## src/common/frontend_pkg.sv

```systemverilog
package frontend_pkg;

  // instruction queue sizing
  localparam int QUEUE_DEPTH = 16;
  localparam int QUEUE_AW    = $clog2(QUEUE_DEPTH);
  localparam int QUEUE_CW    = QUEUE_AW + 1;
  // one response in flight plus one new pair
  localparam int QUEUE_ROOM  = 4;

  // source and destination register selects
  localparam logic [1:0] REG_R0_NONE = 2'd0;
  localparam logic [1:0] REG_R0_RK   = 2'd1;
  localparam logic [1:0] REG_R0_RD   = 2'd2;
  localparam logic       REG_R1_NONE = 1'b0;
  localparam logic       REG_R1_RJ   = 1'b1;
  localparam logic [1:0] REG_W_NONE  = 2'd0;
  localparam logic [1:0] REG_W_RD    = 2'd1;
  localparam logic [1:0] REG_W_RJD   = 2'd2;
  localparam logic [1:0] REG_W_BL1   = 2'd3;

  // opcode values of the supported subset, sliced from the top of the word
  localparam logic [16:0] OP17_ADD_W   = 17'h00020;
  localparam logic [16:0] OP17_SUB_W   = 17'h00022;
  localparam logic [16:0] OP17_AND     = 17'h00029;
  localparam logic [16:0] OP17_OR      = 17'h0002a;
  localparam logic [16:0] OP17_IDLE    = 17'h00c91;
  localparam logic [9:0]  OP10_ADDI_W  = 10'h00a;
  localparam logic [9:0]  OP10_LD_W    = 10'h0a2;
  localparam logic [9:0]  OP10_ST_W    = 10'h0a6;
  localparam logic [6:0]  OP7_LU12I_W  = 7'h0a;
  localparam logic [5:0]  OP6_JIRL     = 6'h13;
  localparam logic [5:0]  OP6_BL       = 6'h15;
  localparam logic [5:0]  OP6_BEQ      = 6'h16;
  localparam logic [5:0]  OP6_BNE      = 6'h17;

  // register view of a word
  typedef struct packed {
    logic [16:0] opcode;
    logic [4:0]  rk;
    logic [4:0]  rj;
    logic [4:0]  rd;
  } inst_reg_t;

  // immediate view of the same word
  typedef struct packed {
    logic [5:0]  major;
    logic [25:0] imm26;
  } inst_imm_t;

  typedef union packed {
    inst_reg_t r;
    inst_imm_t i;
  } inst_word_u;

  typedef enum logic [3:0] {
    CLS_ALU3R,
    CLS_ALUI12,
    CLS_LOAD,
    CLS_STORE,
    CLS_BRANCH,
    CLS_BL,
    CLS_JIRL,
    CLS_LU12I,
    CLS_IDLE,
    CLS_INVALID
  } inst_class_e;

  typedef struct packed {
    logic [31:0] pc;
    logic [31:0] word;
    inst_class_e cls;
    logic [25:0] imm26;
    logic [4:0]  src0;
    logic [4:0]  src1;
    logic [4:0]  dst;
    logic        dec_valid;
  } decoded_inst_t;

endpackage

```

## src/common/fetch_if.sv

```systemverilog
`timescale 1ns/100ps

interface fetch_if;
  // pair returned by the instruction memory
  logic [1:0]  wr_mask;
  logic [1:0]  wr_num;
  logic [31:0] pc_base;
  logic [31:0] word0;
  logic [31:0] word1;
  // queue has space for another request
  logic        room;

  modport src (
    output wr_mask, wr_num, pc_base, word0, word1,
    input  room
  );

  modport snk (
    input  wr_mask, wr_num, pc_base, word0, word1,
    output room
  );
endinterface

```

## src/fetch/fetch_unit.sv

```systemverilog
`timescale 1ns/100ps

module fetch_unit (
  input  logic        clk,
  input  logic        rst_n,
  input  logic        redirect_i,
  input  logic [31:0] redirect_target_i,
  input  logic [63:0] imem_data_i,
  input  logic        wait_i,
  input  logic        int_i,
  output logic        imem_req_o,
  output logic [31:0] imem_addr_o,
  output logic        idle_o,
  fetch_if.src        fif
);

  logic [31:0] pc_q;
  logic        run_q;
  logic        idle_q;
  logic        resp_vld_q;
  logic [1:0]  resp_mask_q;
  logic [31:0] resp_pc_q;

  // fetch starts the cycle after reset is released
  assign imem_req_o  = run_q && fif.room && !redirect_i && !idle_q;
  assign imem_addr_o = {pc_q[31:3], 3'b000};
  assign idle_o      = idle_q;

  always_ff @(posedge clk) begin
    if (!rst_n) begin
      run_q <= 1'b0;
    end else begin
      run_q <= 1'b1;
    end
  end

  always_ff @(posedge clk) begin
    if (!rst_n) begin
      pc_q <= '0;
    end else if (redirect_i) begin
      pc_q <= redirect_target_i;
    end else if (imem_req_o) begin
      pc_q <= imem_addr_o + 32'd8;
    end
  end

  // a redirect blocks the request, so nothing is left pending after it
  always_ff @(posedge clk) begin
    if (!rst_n) begin
      resp_vld_q <= 1'b0;
    end else begin
      resp_vld_q <= imem_req_o;
    end
  end

  always_ff @(posedge clk) begin
    if (imem_req_o) begin
      // odd-word pc keeps only the upper half of the pair
      resp_mask_q <= pc_q[2] ? 2'b10 : 2'b11;
      resp_pc_q   <= imem_addr_o;
    end
  end

  // idle latch where an interrupt wins over a new wait
  always_ff @(posedge clk) begin
    if (!rst_n) begin
      idle_q <= 1'b0;
    end else if (wait_i && !int_i) begin
      idle_q <= 1'b1;
    end else if (int_i) begin
      idle_q <= 1'b0;
    end
  end

  assign fif.wr_mask = resp_vld_q ? resp_mask_q : 2'b00;
  assign fif.wr_num  = !resp_vld_q ? 2'd0 : (resp_mask_q == 2'b11) ? 2'd2 : 2'd1;
  assign fif.pc_base = resp_pc_q;
  assign fif.word0   = imem_data_i[31:0];
  assign fif.word1   = imem_data_i[63:32];

  // redirect targets are whole words
  a_target_aligned: assert property (@(posedge clk) disable iff (!rst_n)
    redirect_i |-> (redirect_target_i[1:0] == 2'b00));

endmodule

```

## src/logic/inst_queue.sv

```systemverilog
`timescale 1ns/100ps

module inst_queue (
  input  logic        clk,
  input  logic        rst_n,
  input  logic        flush_i,
  input  logic [1:0]  rd_num_i,
  output logic [1:0]  rd_valid_o,
  output logic [31:0] rd_word0_o,
  output logic [31:0] rd_word1_o,
  output logic [31:0] rd_pc0_o,
  output logic [31:0] rd_pc1_o,
  fetch_if.snk        fif
);

  import frontend_pkg::*;

  logic [31:0]         pc_mem   [QUEUE_DEPTH];
  logic [31:0]         word_mem [QUEUE_DEPTH];
  logic [QUEUE_AW-1:0] head_q;
  logic [QUEUE_AW-1:0] tail_q;
  logic [QUEUE_AW-1:0] head_p1;
  logic [QUEUE_AW-1:0] tail_p1;
  logic [QUEUE_CW-1:0] count_q;
  logic [31:0]         in_pc0;
  logic [31:0]         in_pc1;
  logic [31:0]         in_word0;
  logic [31:0]         in_word1;

  assign head_p1 = head_q + 1'b1;
  assign tail_p1 = tail_q + 1'b1;

  // compact the pair so a lone upper word goes into the first free entry
  assign in_pc0   = fif.wr_mask[0] ? fif.pc_base : fif.pc_base + 32'd4;
  assign in_word0 = fif.wr_mask[0] ? fif.word0 : fif.word1;
  assign in_pc1   = fif.pc_base + 32'd4;
  assign in_word1 = fif.word1;

  always_ff @(posedge clk) begin
    if (fif.wr_num != 2'd0) begin
      pc_mem[tail_q]   <= in_pc0;
      word_mem[tail_q] <= in_word0;
    end
    if (fif.wr_num == 2'd2) begin
      pc_mem[tail_p1]   <= in_pc1;
      word_mem[tail_p1] <= in_word1;
    end
  end

  always_ff @(posedge clk) begin
    if (!rst_n || flush_i) begin
      head_q  <= '0;
      tail_q  <= '0;
      count_q <= '0;
    end else begin
      head_q  <= head_q + rd_num_i;
      tail_q  <= tail_q + fif.wr_num;
      count_q <= count_q + fif.wr_num - rd_num_i;
    end
  end

  // two oldest entries, read combinationally
  assign rd_valid_o = {count_q >= QUEUE_CW'(2), count_q != '0};
  assign rd_word0_o = word_mem[head_q];
  assign rd_pc0_o   = pc_mem[head_q];
  assign rd_word1_o = word_mem[head_p1];
  assign rd_pc1_o   = pc_mem[head_p1];

  assign fif.room = count_q <= QUEUE_CW'(QUEUE_DEPTH - QUEUE_ROOM);

  a_no_overflow: assert property (@(posedge clk) disable iff (!rst_n || flush_i)
    (count_q + fif.wr_num) <= QUEUE_CW'(QUEUE_DEPTH));

  // the issue buffer never takes more than the queue offers
  a_no_overpop: assert property (@(posedge clk) disable iff (!rst_n)
    {{(QUEUE_CW-2){1'b0}}, rd_num_i} <= count_q);

endmodule

```

## src/decode/inst_decoder.sv

```systemverilog
`timescale 1ns/100ps

module inst_decoder (
  input  logic [31:0]                word_i,
  input  logic [31:0]                pc_i,
  output frontend_pkg::decoded_inst_t dec_o
);

  import frontend_pkg::*;

  inst_word_u  iw;
  inst_class_e cls;
  logic [1:0]  r0_sel;
  logic        r1_sel;
  logic [1:0]  w_sel;

  assign iw = word_i;

  // classify and pick register selects
  always_comb begin
    cls    = CLS_INVALID;
    r0_sel = REG_R0_NONE;
    r1_sel = REG_R1_NONE;
    w_sel  = REG_W_NONE;
    if (iw.r.opcode == OP17_ADD_W || iw.r.opcode == OP17_SUB_W ||
        iw.r.opcode == OP17_AND || iw.r.opcode == OP17_OR) begin
      cls    = CLS_ALU3R;
      r0_sel = REG_R0_RK;
      r1_sel = REG_R1_RJ;
      w_sel  = REG_W_RD;
    end else if (iw.r.opcode == OP17_IDLE) begin
      cls = CLS_IDLE;
    end else if (iw.r.opcode[16:7] == OP10_ADDI_W) begin
      cls    = CLS_ALUI12;
      r1_sel = REG_R1_RJ;
      w_sel  = REG_W_RD;
    end else if (iw.r.opcode[16:7] == OP10_LD_W) begin
      cls    = CLS_LOAD;
      r1_sel = REG_R1_RJ;
      w_sel  = REG_W_RD;
    end else if (iw.r.opcode[16:7] == OP10_ST_W) begin
      // rd carries the store data
      cls    = CLS_STORE;
      r0_sel = REG_R0_RD;
      r1_sel = REG_R1_RJ;
    end else if (iw.r.opcode[16:10] == OP7_LU12I_W) begin
      cls   = CLS_LU12I;
      w_sel = REG_W_RD;
    end else if (iw.i.major == OP6_BEQ || iw.i.major == OP6_BNE) begin
      cls    = CLS_BRANCH;
      r0_sel = REG_R0_RD;
      r1_sel = REG_R1_RJ;
    end else if (iw.i.major == OP6_BL) begin
      cls   = CLS_BL;
      w_sel = REG_W_BL1;
    end else if (iw.i.major == OP6_JIRL) begin
      cls    = CLS_JIRL;
      r1_sel = REG_R1_RJ;
      w_sel  = REG_W_RJD;
    end
  end

  // register numbers from the selects
  always_comb begin
    dec_o           = '0;
    dec_o.pc        = pc_i;
    dec_o.word      = word_i;
    dec_o.cls       = cls;
    dec_o.dec_valid = (cls != CLS_INVALID);
    dec_o.imm26     = (cls == CLS_INVALID) ? 26'd0 : iw.i.imm26;
    case (r0_sel)
      REG_R0_RK: dec_o.src0 = iw.r.rk;
      REG_R0_RD: dec_o.src0 = iw.r.rd;
      default:   dec_o.src0 = 5'd0;
    endcase
    dec_o.src1 = (r1_sel == REG_R1_RJ) ? iw.r.rj : 5'd0;
    case (w_sel)
      REG_W_RD:  dec_o.dst = iw.r.rd;
      REG_W_RJD: dec_o.dst = iw.r.rd | iw.r.rj;
      // bl links through r1
      REG_W_BL1: dec_o.dst = 5'd1;
      default:   dec_o.dst = 5'd0;
    endcase
  end

endmodule

```

## src/decode/issue_buffer.sv

```systemverilog
`timescale 1ns/100ps

module issue_buffer (
  input  logic                        clk,
  input  logic                        rst_n,
  input  logic                        flush_i,
  input  logic [1:0]                  q_valid_i,
  input  logic [31:0]                 q_word0_i,
  input  logic [31:0]                 q_word1_i,
  input  logic [31:0]                 q_pc0_i,
  input  logic [31:0]                 q_pc1_i,
  input  logic [1:0]                  issue_i,
  output logic [1:0]                  rd_num_o,
  output logic [1:0]                  inst_valid_o,
  output frontend_pkg::decoded_inst_t inst0_o,
  output frontend_pkg::decoded_inst_t inst1_o
);

  import frontend_pkg::*;

  decoded_inst_t [1:0] dec;
  decoded_inst_t [1:0] slot_q;
  decoded_inst_t [1:0] slot_d;
  logic [1:0]          vld_q;
  logic [1:0]          vld_d;

  inst_decoder u_dec0 (
    .word_i (q_word0_i),
    .pc_i   (q_pc0_i),
    .dec_o  (dec[0])
  );

  inst_decoder u_dec1 (
    .word_i (q_word1_i),
    .pc_i   (q_pc1_i),
    .dec_o  (dec[1])
  );

  // shift the survivor down and refill from the queue heads
  always_comb begin
    rd_num_o = 2'd0;
    vld_d    = vld_q;
    slot_d   = slot_q;
    unique casez ({vld_q, q_valid_i, issue_i})
      // empty, take whatever the queue offers
      6'b00????: begin
        vld_d    = q_valid_i;
        slot_d   = dec;
        rd_num_o = q_valid_i[1] ? 2'd2 : {1'b0, q_valid_i[0]};
      end
      // one held
      6'b01?0?0: vld_d = 2'b01;
      6'b01?0?1: vld_d = 2'b00;
      6'b01?1?0: begin
        vld_d     = 2'b11;
        slot_d[1] = dec[0];
        rd_num_o  = 2'd1;
      end
      6'b01?1?1: begin
        vld_d     = 2'b01;
        slot_d[0] = dec[0];
        rd_num_o  = 2'd1;
      end
      // two held
      6'b1???00: vld_d = 2'b11;
      6'b1?0001: begin
        vld_d     = 2'b01;
        slot_d[0] = slot_q[1];
      end
      6'b1?001?: vld_d = 2'b00;
      6'b1?0101, 6'b1?1?01: begin
        vld_d     = 2'b11;
        slot_d[0] = slot_q[1];
        slot_d[1] = dec[0];
        rd_num_o  = 2'd1;
      end
      6'b1?011?: begin
        vld_d     = 2'b01;
        slot_d[0] = dec[0];
        rd_num_o  = 2'd1;
      end
      6'b1?1?1?: begin
        vld_d    = 2'b11;
        slot_d   = dec;
        rd_num_o = 2'd2;
      end
    endcase
  end

  always_ff @(posedge clk) begin
    if (!rst_n || flush_i) begin
      vld_q <= 2'b00;
    end else begin
      vld_q <= vld_d;
    end
  end

  always_ff @(posedge clk) begin
    slot_q <= slot_d;
  end

  assign inst_valid_o = vld_q;
  assign inst0_o      = slot_q[0];
  assign inst1_o      = slot_q[1];

  // backend acks only held slots, and slot 1 only with slot 0
  a_issue_rule: assert property (@(posedge clk) disable iff (!rst_n)
    (issue_i != 2'b10) && ((issue_i & ~vld_q) == 2'b00));

  // an unacknowledged head stays put until issued or flushed
  a_head_held: assert property (@(posedge clk) disable iff (!rst_n)
    (vld_q[0] && !issue_i[0] && !flush_i) |=> vld_q[0] && $stable(slot_q[0].pc));

endmodule

```

## src/logic/core_frontend.sv

```systemverilog
`timescale 1ns/100ps

module core_frontend (
  input  logic                        clk,
  input  logic                        rst_n,
  input  logic                        redirect_i,
  input  logic [31:0]                 redirect_target_i,
  output logic                        imem_req_o,
  output logic [31:0]                 imem_addr_o,
  input  logic [63:0]                 imem_data_i,
  input  logic                        wait_i,
  input  logic                        int_i,
  output logic                        idle_o,
  output logic [1:0]                  inst_valid_o,
  output frontend_pkg::decoded_inst_t inst0_o,
  output frontend_pkg::decoded_inst_t inst1_o,
  input  logic [1:0]                  issue_i
);

  logic [1:0]  q_valid;
  logic [1:0]  q_rd_num;
  logic [31:0] q_word0;
  logic [31:0] q_word1;
  logic [31:0] q_pc0;
  logic [31:0] q_pc1;

  fetch_if fif ();

  fetch_unit u_fetch (
    .clk               (clk),
    .rst_n             (rst_n),
    .redirect_i        (redirect_i),
    .redirect_target_i (redirect_target_i),
    .imem_data_i       (imem_data_i),
    .wait_i            (wait_i),
    .int_i             (int_i),
    .imem_req_o        (imem_req_o),
    .imem_addr_o       (imem_addr_o),
    .idle_o            (idle_o),
    .fif               (fif.src)
  );

  // redirect flushes queue and issue slots together
  inst_queue u_queue (
    .clk        (clk),
    .rst_n      (rst_n),
    .flush_i    (redirect_i),
    .rd_num_i   (q_rd_num),
    .rd_valid_o (q_valid),
    .rd_word0_o (q_word0),
    .rd_word1_o (q_word1),
    .rd_pc0_o   (q_pc0),
    .rd_pc1_o   (q_pc1),
    .fif        (fif.snk)
  );

  issue_buffer u_issue (
    .clk          (clk),
    .rst_n        (rst_n),
    .flush_i      (redirect_i),
    .q_valid_i    (q_valid),
    .q_word0_i    (q_word0),
    .q_word1_i    (q_word1),
    .q_pc0_i      (q_pc0),
    .q_pc1_i      (q_pc1),
    .issue_i      (issue_i),
    .rd_num_o     (q_rd_num),
    .inst_valid_o (inst_valid_o),
    .inst0_o      (inst0_o),
    .inst1_o      (inst1_o)
  );

endmodule

```

## config.mk

```make
export PLATFORM = sky130hd
export DESIGN_NAME = core_frontend
export DESIGN_NICKNAME = d
export VERILOG_FILES = /design/src/common/frontend_pkg.sv /design/src/common/fetch_if.sv /design/src/fetch/fetch_unit.sv /design/src/logic/inst_queue.sv /design/src/decode/inst_decoder.sv /design/src/decode/issue_buffer.sv /design/src/logic/core_frontend.sv
export SDC_FILE = /design/constraint.sdc
export NUM_CORES = 2
export LEC_CHECK = 0
export BUFFER_PORTS_ARGS = -buffer_cell sky130_fd_sc_hd__buf_4
export CAP_MARGIN = 25
export CELL_PAD_IN_SITES_DETAIL_PLACEMENT = 1
export CELL_PAD_IN_SITES_GLOBAL_PLACEMENT = 2
export CORE_AREA = 10 10 487 489
export CTS_CLUSTER_SIZE = 10
export DETAILED_ROUTE_END_ITERATION = 7
export DIE_AREA = 0 0 497 499
export PLACE_DENSITY_LB_ADDON = 0.2
export SYNTH_ARGS = -nofsm -noshare
export SYNTH_HDL_FRONTEND = slang
export SYNTH_SLANG_ARGS = --single-unit
```

## constraint.sdc

```tcl
create_clock -name clk -period 8.2 [get_ports clk]
set_clock_uncertainty 0.05 [all_clocks]
set_input_delay 0.82 -clock clk [delete_from_list [all_inputs] [get_ports clk]]
set_output_delay 0.82 -clock clk [all_outputs]
set_load 0.05 [all_outputs]
```

==> key figures <==
Setup path
  • Worst path cell trace: buf_4 -> mux4_2 -> mux2i_1 -> mux2i_1 -> maj3_1 -> nand2_1 -> nand4_1 -> nor2_4 -> buf_4 -> o21ai_0
  • R2r setup slk: roughly 2.6 ns
  • Crit. End Element: flop
  • Slowest stage delay, CP: 0.85 ns
  • WP data arrival: 6.13 ns
  • Max FO, Critical Path: 53
  • CP top delay family: multiplexers
  • FF-to-FF path depth: 10
  • CP Launch Point: u_queue.head_q[0]$_SDFF_PP0_
  • Setup crit start kind: flop
  • Critical Path RT: 8.68 ns
  • Worst Setup Path Type: reg -> reg
  • Worst path slowest cell: dfxtp_4
  • Reg-to-Reg End: u_issue.inst0_o[22]$_DFFE_PP_
  • Buf+Inv Stages, Crit Path: 2
  • Reg-to-reg startpoint: u_queue.head_q[0]$_SDFF_PP0_

Timing
  • Slew HR: between 20% and 30%
  • Slew @ Worst Pin: 1.14 ns
  • Final Cycle Share: 68.9%
  • Final setup fails: 0
  • RSZ-0062 raised after global routing: no
  • Hold Slack: between 0.1 and 0.15 ns
  • Fmax: about 180 MHz
  • Final setup TNS: 0 ns
  • Fin crit period: 5.65 ns
  • Slew Viols, Final: 0
  • Final WS setup: 2.55 ns
  • Fin. Hold Viols: 0

Synthesis
  • Most instantiated cells after synthesis: edfxtp_1 (1222), nor2_1 (588), mux4_2 (581), a21oi_1 (576), nand2_1 (481)
  • Syn Inst Count: slightly above 5000
  • Syn Area/Cell: 13.3 um^2
  • Seq/Total Area, Yosys: between 50% and 60%
  • EDFF count, synth: 1222
  • Synth top area share: 54.2%
  • Netlist cell types: about 80
  • Proportion of synthesized area in mux cells: 20.9%
  • Most frequent cell after synthesis: edfxtp_1
  • Compound-Gate Fraction of Synth Area: ~6.7%
  • Xor/xnor cell area share of the yosys netlist: 0.222%
  • Seq cells post-synth: 1286
  • Largest family of logic cells by synthesized area: multiplexers
  • Top post-synthesis cells by area: edfxtp_1 (54%), mux4_2 (19%), and2_1 (4.4%), a21oi_1 (4.3%), nor2_1 (3.3%)
  • Dominant cell type by area after synthesis: edfxtp_1
  • Ys Warns: 0
  • Cell area after synthesis: 0.0677 mm^2
  • Async set-reset flop share out of synthesis: 0%
  • Fraction of the mapped netlist area in adder cells: 0.429%
  • Top_reg_cell synth: edfxtp_1
  • Post-Synth Simple-Gate Area: 11.9%

Place
  • Final HPWL DP: between 100000 and 150000 um
  • GPL Wtd Cong: 0.768
  • Post-DP Area: 0.0732 mm^2
  • Dpl ws: 2.53 ns
  • PortBufs: 349

Floorplanning
  • Initial core utilization: 29.9%
  • Die X: about 500 um
  • Placement Rows: roughly 180
  • Core area: approximately 0.23 mm^2
  • Num ports: 359
  • Die area: 0.248 mm^2
  • Die Ht: roughly 500 um

Drt
  • Initial drt markers: around 3900
  • Vias per inst: approximately 5.4
  • Top Layer Used: met5
  • Metal-1 WL: 111000 um
  • Routed len/inst: 29.7 um
  • DR WL met3: 13300 um
  • Drt pass-1 iters: 5
  • Met2 wire len: 118000 um
  • DRC: 0
  • Post-Route WL: between 200000 and 250000 um
  • Routed Antenna Nets: 0
  • Vias: 44700

Power
  • Pleak: 0.0276 uW
  • Maximum vdd drop: 0.354 mV
  • Clk pwr share: 27.0%
  • Pwr dens: 309 mW/mm^2
  • Combinational power share: 37.6%
  • Switching Share: a little under two fifths
  • NetSw: between 9000 and 10000 uW
  • Sequential Power Share: 35.4%
  • Int Pwr: 14800 uW

Clock network
  • CTS resizes: 0
  • CTS Sinks: 1286
  • Reg clk slew, reported paths: 0.06 ns
  • Root Buffer: clkbuf_16
  • TritonCTS clock tree: built
  • Htree depth: 4
  • Hold buffers post-CTS: 0
  • Cts bufs inserted: ~160
  • Postcts setup bufs: 0
  • CTS max path bufs: 3
  • Clk_lat worst skew: 0.80 ns

Global route
  • Vias in the first global route: 47000
  • First-pass GRT wire length: around 360000 um
  • Initial antenna violation count: 11
  • Grt ovf: 0
  • GRT Resource Usage Total: 19.4%
  • Largest net degree at the start of global routing: 109

Worst hold path
  • Worst hold path startpoint: rst_n
  • Hold Path Stages: 1
  • Sink of the worst hold path: u_fetch.run_q$_DFF_P_
  • Worst Hold Class: in -> reg

Cells and area
  • FF/Latch Area: approximately 0.038 mm^2
  • Synthesis-to-layout area growth: 15.1%
  • Final Cell Area: 0.0780 mm^2
  • FILL cells: 23800
  • NumNets Final: approximately 5300
  • Multi-input gate area: between 0.02 and 0.03 mm^2
  • Layout cells sized above 1: 25.2%

Status
  • Status: complete, no violations

Flow run
  • MaxCap Viol Count: 0
-- registers in the layout, summed over array words and instances (netlist names) --
name / flops
u_issue.inst0_o: 108
u_fetch.resp_vld_q: 1
u_fetch.resp_mask_q: 1
u_issue.inst1_o: 108
u_queue.word_mem: 512
u_issue.inst_valid_o: 2
u_queue.head_q: 4
u_fetch.idle_o: 1
u_queue.tail_q: 4
u_fetch.pc_q: 30
u_fetch.run_q: 1
u_fetch.fif.pc_base: 29
u_queue.count_q: 5
u_queue.pc_mem: 480
-- power by group through the flow --
stage	sequential, uW	clock, uW	combinational [uW]
after floorplan	10000	0	4860
after global placement	8670	0	9110
after detailed placement	8660	0	9180
after CTS	8530	6700	9190
after global routing	8590	6940	9680
final	8510	6510	9050
-- how the worst max path moves through the flow --
stage                                    end  slack [ns]  depth (start not counted)
2_1_floorplan   u_issue.inst1_o[0]$_DFFE_PP_        0.91                          2
3_3_place_gp    u_issue.inst1_o[8]$_DFFE_PP_        2.64                          9
3_5_place_dp   u_issue.inst1_o[36]$_DFFE_PP_        2.53                         11
4_1_cts        u_issue.inst1_o[36]$_DFFE_PP_        2.56                         11
5_1_grt        u_issue.inst0_o[19]$_DFFE_PP_        2.33                         10
6_report       u_issue.inst0_o[22]$_DFFE_PP_        2.55                         10
-- layer usage --
layer	vias to the layer above	global-route usage, %
met4	4	4.45
li1	19400	-
met3	289	3.28
met1	23600	26.6
met5	-	0
met2	1409	32.3
-- cell families (layout without fill, tap and decap cells) --
group           Yosys count  after routing
simple gates           1711           1711
flops                  1286           1286
compound gates          823            823
mux                     685            685
buf+inv                 561            761
fa+ha+maj                21             21
xor+xnor                 12             12
other cells               1             11
-- through the flow --
stage / std cells / power, uW / util [%]
2_1_floorplan: 5106 / 14900 / -
3_3_place_gp: 8049 / 17800 / 32.3
3_5_place_dp: 8051 / 17800 / 32.3
4_1_cts: 8310 / 24400 / 34.3
5_1_grt: 8317 / 25200 / 34.4
6_report: 8319 / 24100 / 34.4
-- layout by cell type, fill, tap and decap left out, types with 16 or more instances in the layout --
master and n:
mux4_2 581, o21a_1 18, edfxtp_1 1222, and2_1 477
o22ai_1 32, mux2i_1 89, nor2_1 585, clkbuf_1 50
clkinv_1 23, nand3_1 28, nand2_1 465, nor3_1 24
o21ai_0 90, inv_1 26, clkbuf_16 159, nand2_4 16
a21oi_1 575, dfxtp_1 60, buf_4 453
-- final cells by class --
type                       instances  area share, %
tap                             3009           4.83
clock buffer                     211           5.38
inverter                          28          0.141
clock inverter                    48          0.536
sequential                      1286           48.7
antenna                            4         0.0128
multi-input combinational       3259           35.4
timing repair buffer             474           4.95
(Power assumes the default switching activity.)
